[config.mk]
export PLATFORM = sky130hd
export DESIGN_NAME = rrag_top
export DESIGN_NICKNAME = d
export VERILOG_FILES = /design/src/rrag_pkg.sv /design/src/rrag_flow_pkg.sv /design/src/uop_if.sv /design/src/reg_file.sv /design/src/operand_read.sv /design/src/operand_queue.sv /design/src/addr_gen.sv /design/src/rrag_top.sv
export SDC_FILE = /design/constraint.sdc
export NUM_CORES = 1
export LEC_CHECK = 0
export BUFFER_PORTS_ARGS = -buffer_cell sky130_fd_sc_hd__buf_4
export CAP_MARGIN = 20
export CORE_UTILIZATION = 56
export DETAILED_ROUTE_END_ITERATION = 8
export PLACE_DENSITY = 0.76
export SLEW_MARGIN = 10
export SYNTH_ARGS = -nofsm -noshare
export SYNTH_HDL_FRONTEND = slang
export SYNTH_HIERARCHICAL = 1
export SYNTH_SLANG_ARGS = --single-unit
[constraint.sdc]
create_clock -name clk -period 6.5 [get_ports clk]
set_clock_uncertainty 0.1 [all_clocks]
set_input_delay 1.3 -clock clk [delete_from_list [all_inputs] [get_ports clk]]
set_output_delay 1.3 -clock clk [all_outputs]
set_load 0.005 [all_outputs]
[src/rrag_pkg.sv]
package rrag_pkg;

    localparam int NUM_REGS  = 8;
    // segment base lands in bits 31:16 of the linear address.
    localparam int SEG_SHIFT = 16;

    // data and address word.
    typedef logic [31:0] word_t;
    // segment base value.
    typedef logic [15:0] seg_t;
    // selects a general or a segment register.
    typedef logic [2:0] reg_idx_t;
    // index shift, x1 x2 x4 x8.
    typedef logic [1:0] scale_t;
    // operand size code, 1 2 4 or 8 bytes.
    typedef logic [1:0] opsize_t;

    // access size in bytes for an operand size code.
    function automatic word_t opsize_bytes(input opsize_t size);
        return word_t'(1) << size;
    endfunction

endpackage

[src/rrag_flow_pkg.sv]
package rrag_flow_pkg;

    // entries in the operand queue, also the initial credit count.
    localparam int QUEUE_DEPTH = 4;

    // holds 0 to QUEUE_DEPTH.
    typedef logic [2:0] credit_t;

endpackage

[src/uop_if.sv]
interface uop_if import rrag_pkg::*; ();

    logic     push;
    word_t    base_val;
    word_t    index_val;
    scale_t   scale;
    word_t    disp;
    seg_t     seg_val;
    opsize_t  opsize;
    logic     dest_ld;
    reg_idx_t dest;
    // one-cycle pulse back toward the sender.
    logic     credit;

    modport src (
        output push,
        output base_val,
        output index_val,
        output scale,
        output disp,
        output seg_val,
        output opsize,
        output dest_ld,
        output dest,
        input  credit
    );

    modport dst (
        input  push,
        input  base_val,
        input  index_val,
        input  scale,
        input  disp,
        input  seg_val,
        input  opsize,
        input  dest_ld,
        input  dest,
        output credit
    );

endinterface

[src/reg_file.sv]
module reg_file import rrag_pkg::*; (
    input  logic                clk,
    input  logic                arst_n,
    input  logic                wb_en,
    input  logic                wb_seg,
    input  reg_idx_t            wb_addr,
    input  word_t               wb_data,
    input  reg_idx_t            rd_base,
    input  reg_idx_t            rd_index,
    input  reg_idx_t            rd_seg,
    input  logic                mark_en,
    input  reg_idx_t            mark_idx,
    output word_t               base_val,
    output word_t               index_val,
    output seg_t                seg_val,
    output logic [NUM_REGS-1:0] pending
);

    word_t gpr [NUM_REGS];
    seg_t  sgr [NUM_REGS];

    // one write port shared by both arrays.
    always_ff @(posedge clk or negedge arst_n) begin
        if (!arst_n) begin
            for (int i = 0; i < NUM_REGS; i++) begin
                gpr[i] <= '0;
                sgr[i] <= '0;
            end
        end else if (wb_en) begin
            if (wb_seg) begin
                sgr[wb_addr] <= wb_data[15:0];
            end else begin
                gpr[wb_addr] <= wb_data;
            end
        end
    end

    // scoreboard, a new mark overrides a clear on the same edge.
    always_ff @(posedge clk or negedge arst_n) begin
        if (!arst_n) begin
            pending <= '0;
        end else begin
            if (wb_en && !wb_seg) begin
                pending[wb_addr] <= 1'b0;
            end
            if (mark_en) begin
                pending[mark_idx] <= 1'b1;
            end
        end
    end

    // no bypass, writes show up the cycle after.
    assign base_val  = gpr[rd_base];
    assign index_val = gpr[rd_index];
    assign seg_val   = sgr[rd_seg];

endmodule

[src/operand_read.sv]
module operand_read import rrag_pkg::*, rrag_flow_pkg::*; (
    input  logic     clk,
    input  logic     arst_n,

    input  logic     in_valid,
    output logic     in_ready,
    input  reg_idx_t in_base,
    input  reg_idx_t in_index,
    input  reg_idx_t in_seg,
    input  scale_t   in_scale,
    input  word_t    in_disp,
    input  opsize_t  in_opsize,
    input  logic     in_use_base,
    input  logic     in_use_index,
    input  logic     in_dest_ld,
    input  reg_idx_t in_dest,

    input  logic     wb_en,
    input  logic     wb_seg,
    input  reg_idx_t wb_addr,
    input  word_t    wb_data,

    uop_if.src       q
);

    word_t               base_val;
    word_t               index_val;
    seg_t                seg_val;
    logic [NUM_REGS-1:0] pending;
    credit_t             credits;
    logic                src_busy;
    logic                accept;

    reg_file rf_i (
        .clk       (clk),
        .arst_n    (arst_n),
        .wb_en     (wb_en),
        .wb_seg    (wb_seg),
        .wb_addr   (wb_addr),
        .wb_data   (wb_data),
        .rd_base   (in_base),
        .rd_index  (in_index),
        .rd_seg    (in_seg),
        .mark_en   (accept && in_dest_ld),
        .mark_idx  (in_dest),
        .base_val  (base_val),
        .index_val (index_val),
        .seg_val   (seg_val),
        .pending   (pending)
    );

    // only sources actually used can hold the micro-op.
    assign src_busy = (in_use_base && pending[in_base]) ||
                      (in_use_index && pending[in_index]);

    assign in_ready = !src_busy && (credits != '0);
    assign accept   = in_valid && in_ready;

    // the credit is taken at acceptance, so the push that follows always has one.
    always_ff @(posedge clk or negedge arst_n) begin
        if (!arst_n) begin
            credits <= credit_t'(QUEUE_DEPTH);
        end else begin
            credits <= credits - credit_t'(accept) + credit_t'(q.credit);
        end
    end

    always_ff @(posedge clk or negedge arst_n) begin
        if (!arst_n) begin
            q.push <= 1'b0;
        end else begin
            q.push <= accept;
        end
    end

    // unused base or index go in as zero.
    always_ff @(posedge clk) begin
        if (accept) begin
            q.base_val  <= in_use_base ? base_val : '0;
            q.index_val <= in_use_index ? index_val : '0;
            q.scale     <= in_scale;
            q.disp      <= in_disp;
            q.seg_val   <= seg_val;
            q.opsize    <= in_opsize;
            q.dest_ld   <= in_dest_ld;
            q.dest      <= in_dest;
        end
    end

endmodule

[src/operand_queue.sv]
module operand_queue import rrag_pkg::*, rrag_flow_pkg::*; (
    input  logic clk,
    input  logic arst_n,
    uop_if.dst   wr,
    uop_if.src   rd
);

    word_t    base_mem  [QUEUE_DEPTH];
    word_t    index_mem [QUEUE_DEPTH];
    scale_t   scale_mem [QUEUE_DEPTH];
    word_t    disp_mem  [QUEUE_DEPTH];
    seg_t     seg_mem   [QUEUE_DEPTH];
    opsize_t  size_mem  [QUEUE_DEPTH];
    logic     ld_mem    [QUEUE_DEPTH];
    reg_idx_t dest_mem  [QUEUE_DEPTH];

    logic [$clog2(QUEUE_DEPTH)-1:0] wr_ptr;
    logic [$clog2(QUEUE_DEPTH)-1:0] rd_ptr;
    credit_t                        fill;
    logic                           pop;

    // the pop pulse doubles as the returned credit.
    assign pop       = rd.credit;
    assign wr.credit = pop;
    assign rd.push   = (fill != '0);

    // credits keep the sender from pushing into a full queue.
    always_ff @(posedge clk or negedge arst_n) begin
        if (!arst_n) begin
            wr_ptr <= '0;
            rd_ptr <= '0;
            fill   <= '0;
        end else begin
            if (wr.push) begin
                wr_ptr <= (int'(wr_ptr) == QUEUE_DEPTH - 1) ? '0 : wr_ptr + 1'b1;
            end
            if (pop) begin
                rd_ptr <= (int'(rd_ptr) == QUEUE_DEPTH - 1) ? '0 : rd_ptr + 1'b1;
            end
            fill <= fill + credit_t'(wr.push) - credit_t'(pop);
        end
    end

    always_ff @(posedge clk) begin
        if (wr.push) begin
            base_mem[wr_ptr]  <= wr.base_val;
            index_mem[wr_ptr] <= wr.index_val;
            scale_mem[wr_ptr] <= wr.scale;
            disp_mem[wr_ptr]  <= wr.disp;
            seg_mem[wr_ptr]   <= wr.seg_val;
            size_mem[wr_ptr]  <= wr.opsize;
            ld_mem[wr_ptr]    <= wr.dest_ld;
            dest_mem[wr_ptr]  <= wr.dest;
        end
    end

    // head entry.
    assign rd.base_val  = base_mem[rd_ptr];
    assign rd.index_val = index_mem[rd_ptr];
    assign rd.scale     = scale_mem[rd_ptr];
    assign rd.disp      = disp_mem[rd_ptr];
    assign rd.seg_val   = seg_mem[rd_ptr];
    assign rd.opsize    = size_mem[rd_ptr];
    assign rd.dest_ld   = ld_mem[rd_ptr];
    assign rd.dest      = dest_mem[rd_ptr];

endmodule

[src/addr_gen.sv]
module addr_gen import rrag_pkg::*; (
    input  logic     clk,
    input  logic     arst_n,
    input  logic     out_ready,
    uop_if.dst       q,
    output logic     out_valid,
    output word_t    out_lin_addr,
    output word_t    out_end_addr,
    output logic     out_dest_ld,
    output reg_idx_t out_dest
);

    word_t offset;
    word_t seg_base;
    word_t lin_addr;
    word_t end_addr;
    logic  pop;

    // take the head when the output slot is free or leaving this cycle.
    assign pop      = q.push && (!out_valid || out_ready);
    assign q.credit = pop;

    // base and index arrive already zeroed when unused.
    assign offset   = q.base_val + (q.index_val << q.scale) + q.disp;
    assign seg_base = word_t'(q.seg_val) << SEG_SHIFT;
    assign lin_addr = offset + seg_base;
    // last byte touched, wraps at 2^32.
    assign end_addr = lin_addr + opsize_bytes(q.opsize) - word_t'(1);

    always_ff @(posedge clk or negedge arst_n) begin
        if (!arst_n) begin
            out_valid <= 1'b0;
        end else if (pop) begin
            out_valid <= 1'b1;
        end else if (out_ready) begin
            out_valid <= 1'b0;
        end
    end

    // held while out_valid waits on out_ready.
    always_ff @(posedge clk) begin
        if (pop) begin
            out_lin_addr <= lin_addr;
            out_end_addr <= end_addr;
            out_dest_ld  <= q.dest_ld;
            out_dest     <= q.dest;
        end
    end

endmodule

[src/rrag_top.sv]
module rrag_top import rrag_pkg::*; (
    input  logic     clk,
    input  logic     arst_n,

    input  logic     in_valid,
    output logic     in_ready,
    input  reg_idx_t in_base,
    input  reg_idx_t in_index,
    input  reg_idx_t in_seg,
    input  scale_t   in_scale,
    input  word_t    in_disp,
    input  opsize_t  in_opsize,
    input  logic     in_use_base,
    input  logic     in_use_index,
    input  logic     in_dest_ld,
    input  reg_idx_t in_dest,

    input  logic     wb_en,
    input  logic     wb_seg,
    input  reg_idx_t wb_addr,
    input  word_t    wb_data,

    output logic     out_valid,
    input  logic     out_ready,
    output word_t    out_lin_addr,
    output word_t    out_end_addr,
    output logic     out_dest_ld,
    output reg_idx_t out_dest
);

    uop_if rd2q ();
    uop_if q2ag ();

    operand_read rd_i (
        .clk          (clk),
        .arst_n       (arst_n),
        .in_valid     (in_valid),
        .in_ready     (in_ready),
        .in_base      (in_base),
        .in_index     (in_index),
        .in_seg       (in_seg),
        .in_scale     (in_scale),
        .in_disp      (in_disp),
        .in_opsize    (in_opsize),
        .in_use_base  (in_use_base),
        .in_use_index (in_use_index),
        .in_dest_ld   (in_dest_ld),
        .in_dest      (in_dest),
        .wb_en        (wb_en),
        .wb_seg       (wb_seg),
        .wb_addr      (wb_addr),
        .wb_data      (wb_data),
        .q            (rd2q)
    );

    operand_queue q_i (
        .clk    (clk),
        .arst_n (arst_n),
        .wr     (rd2q),
        .rd     (q2ag)
    );

    addr_gen ag_i (
        .clk          (clk),
        .arst_n       (arst_n),
        .out_ready    (out_ready),
        .q            (q2ag),
        .out_valid    (out_valid),
        .out_lin_addr (out_lin_addr),
        .out_end_addr (out_end_addr),
        .out_dest_ld  (out_dest_ld),
        .out_dest     (out_dest)
    );

endmodule

==> metrics <==
Die Ht=298 µm; vias in the first global route=28000; Hold Fails Final Rpt=0; DRC viols=0; status=finished with violations; Initial DRC Count=2013; Data arrival, critical path=6.98 ns; reg2reg end=ag_i/out_end_addr[28]; post-route ant nets=0; Fillers=5672; share of post-route cells with drive strength above 1=42.9%; startpoint types=flop; Port-buffer cells=161; starting density of the core=56.6%; gr usage total=24.6%; Avg Inst Size Synth=17.6 µm²; number of flops mapped to enable cells by yosys=668; critical path class=reg2reg; vias=26300; H-tree lvl count=3; Slowest-stage cell, CP=mux4_2; die width=298 µm; Detailed Place HPWL=66.4 mm; cell count along the critical path=31; antenna violations before repair=7; synth warn=6; critical path endpoint=ag_i/out_end_addr[28]; Nets=3311; Top FF cell, synth=edfxtp_1; CTS tree=done; Post-CTS Hold Buffers=0; Post-Syn Instances=2800; CP bufs+invs=4; synthesized flop and latch total=1072; worst min path class=reg2reg; Clk pin slew, worst setup/hold paths=0.06 ns; die area=89000 µm²; Crit Path Max Fanout=7; DRT Pass-1 Iters=5; register area share after synthesis=61.4%; setup ws final=-0.0680 ns; TritonCTS Buffers=105; clock sinks=1072; FF-to-FF setup slack=-0.07 ns; WL per Instance=25.3 µm; Worst EP required=6.92 ns; final WL=110 mm; root buffer cell=clkbuf_16; largest net degree at the start of global routing=170; clk buf depth=3; CP peak stage delay=0.56 ns; setup total negative slack=-0.0823 ns; Ports=162; gr ovfl total=0; CP endpoint kind=flop; Core Area=86900 µm²; Unique masters post-synth=76; Commonest cells post-synth=668 x edfxtp_1, 449 x mux2_2, 403 x dfrtp_1; FMAX=0.152 GHz; Worst slew margin=23.1%; gpl congestion=0.920; top cells by area, synth=edfxtp_1 41%, dfrtp_1 21%, mux4_2 14%, mux2_2 10%, ha_1 2.2%; failing checks=setup timing; share of the synthesized area in the top cell type=40.8%; final core utilization=65.2%; global-route wire length before repair=167 mm; Layout area overhead=15.3%; most common cell in the synthesized netlist=edfxtp_1; final number of setup-violating endpoints=2; crit path launch=q_i/rd_ptr[0]; worst reg2reg startpoint=q_i/rd_ptr[0]; row count=108; drt via density=6.07; Min Hold Slack=0.384 ns; FF-to-FF path depth=31; Slew Limit Fails=0; Top delay family on crit path=compound AO/OA/AOI/OAI gates; Syn Nets=3028; Least-Margin Pin Slew=1.15 ns; area leader, netlist=edfxtp_1; fraction of registers with async set/reset=37.7%; final worst-path cycle share=101%; unrepaired setup endpoints after global routing=true; Worst-Skew Late Latency=0.68 ns; max_cap viols=0; Netlist Area Pre-Place=49100 µm²; crit path time final=6.57 ns
[sequential cells by signal, indices dropped and copies added (netlist names), 4 cells and up]
register / flops
rd_i/rf_i/gpr: 256
q_i/base_mem: 128
q_i/disp_mem: 128
q_i/index_mem: 128
rd_i/rf_i/sgr: 128
q_i/seg_mem: 64
ag_i/out_end_addr: 32
ag_i/out_lin_addr: 32
rd_i/q.base_val: 32
rd_i/q.disp: 32
rd_i/q.index_val: 32
rd_i/q.seg_val: 16
q_i/dest_mem: 12
q_i/scale_mem: 8
q_i/size_mem: 8
rd_i/rf_i/pending: 8
q_i/ld_mem: 4
[layout make-up]
cell class | instances | area [µm²] | area share (%)
Antenna cell | 3 | 7.51 | 0.0132
Timing Repair Buffer | 322 | 2670 | 4.70
Clock buffer | 140 | 2970 | 5.23
Inverter | 197 | 739 | 1.30
Multi-Input combinational cell | 1385 | 18100 | 32.0
Tap cell | 1155 | 1450 | 2.55
Sequential cell | 1072 | 30200 | 53.2
Clock inverter | 53 | 564 | 0.996
[placed cells by master (no fill, tap or decap), types with 7 or more instances in the layout]
| cell | Yosys | final |
|---|---|---|
| nand2_1 | 33 | 32 |
| buf_12 | 0 | 10 |
| buf_6 | 5 | 7 |
| xor2_1 | 19 | 14 |
| o21ai_1 | 5 | 8 |
| ha_4 | 0 | 23 |
| mux4_2 | 307 | 307 |
| clkinvlp_4 | 0 | 10 |
| nand2b_1 | 11 | 10 |
| o21bai_1 | 7 | 7 |
| mux2_2 | 449 | 448 |
| nor3_1 | 9 | 8 |
| a21o_1 | 26 | 26 |
| fa_1 | 50 | 49 |
| clkbuf_8 | 0 | 14 |
| ha_1 | 86 | 61 |
| a21oi_2 | 2 | 13 |
| clkbuf_1 | 60 | 17 |
| nor3_4 | 0 | 8 |
| bufinv_16 | 0 | 9 |
| dfrtp_1 | 403 | 401 |
| nand3_1 | 11 | 10 |
| inv_2 | 0 | 11 |
| edfxtp_1 | 668 | 668 |
| xnor2_1 | 47 | 45 |
| clkbuf_16 | 0 | 110 |
| mux2i_1 | 10 | 9 |
| o21ai_0 | 25 | 17 |
| buf_4 | 6 | 298 |
| clkinv_2 | 0 | 14 |
| inv_1 | 197 | 186 |
| nor2_1 | 47 | 42 |
| clkinv_1 | 0 | 14 |
| a21oi_1 | 44 | 32 |
| nand4_1 | 7 | 7 |
| and2_1 | 74 | 68 |
| mux2_1 | 18 | 18 |
[stage by stage]
step | cells | area, µm² | setup WS (ns)
6_report | 4327 | 56700 | -0.0680
2_1_floorplan | 2800 | 49200 | 0.00266
5_1_grt | 4325 | 56700 | -0.266
3_3_place_gp | 4090 | 52100 | -0.129
3_5_place_dp | 4090 | 52100 | -0.220
4_1_cts | 4294 | 55800 | -0.00284
[worst register-to-register path: cells and delay by family, from the launching register on]
kind | cells | cell delay (ns)
AOI/OAI and AO/OA | 12 | 1.98
adders and majority gates | 5 | 1.49
and+or+nand+nor | 7 | 1.02
muxes | 2 | 0.77
DFF | 1 | 0.50
buffers and inverters | 4 | 0.32
xor gates and xnor gates | 1 | 0.22
[how the worst min path moves through the flow]
| stage | start | to | slack, ns | cells after the start |
|---|---|---|---|---|
| final | rd_i/q.base_val[6] | q_i/base_mem[2][6] | 0.38 | 0 |
| after global routing | rd_i/q.base_val[6] | q_i/base_mem[1][6] | 0.40 | 0 |
| after CTS | rd_i/q.base_val[6] | q_i/base_mem[2][6] | 0.38 | 0 |
| after detailed placement | q_i/fill[2] | q_i/fill[2] | 0.37 | 1 |
| after global placement | q_i/fill[2] | q_i/fill[2] | 0.35 | 1 |
| after floorplan | q_i/fill[2] | q_i/fill[2] | 0.34 | 1 |
[layer usage]
| layer | track usage (%) | part of all wire (%) | vias up |
|---|---|---|---|
| li1 | - | - | 11300 |
| met1 | 33.9 | 41 | 13900 |
| met2 | 41.8 | 51 | 941 |
| met3 | 2.95 | 5.7 | 175 |
| met4 | 6.72 | 2.1 | 2 |
| met5 | 0 | 0.016 | - |
[kinds of logic after synthesis]
family	synth area share [%]
flops	61.4
mux	25.0
xor+xnor	1.22
simple gates	2.72
compound gates	2.41
buf+inv	3.07
fa+ha+maj	4.23
[what timing repair did]
action                     CTS  global route
gates cloned                 0             2
gates resized for setup     18           107
buffers inserted            11            29
pin swaps                    4            48
setup endpoints to repair    7            14
Power is left out: the tool's default activity adds up to more than one toggle a clock period on the data nets, which glitch-free logic cannot reach.
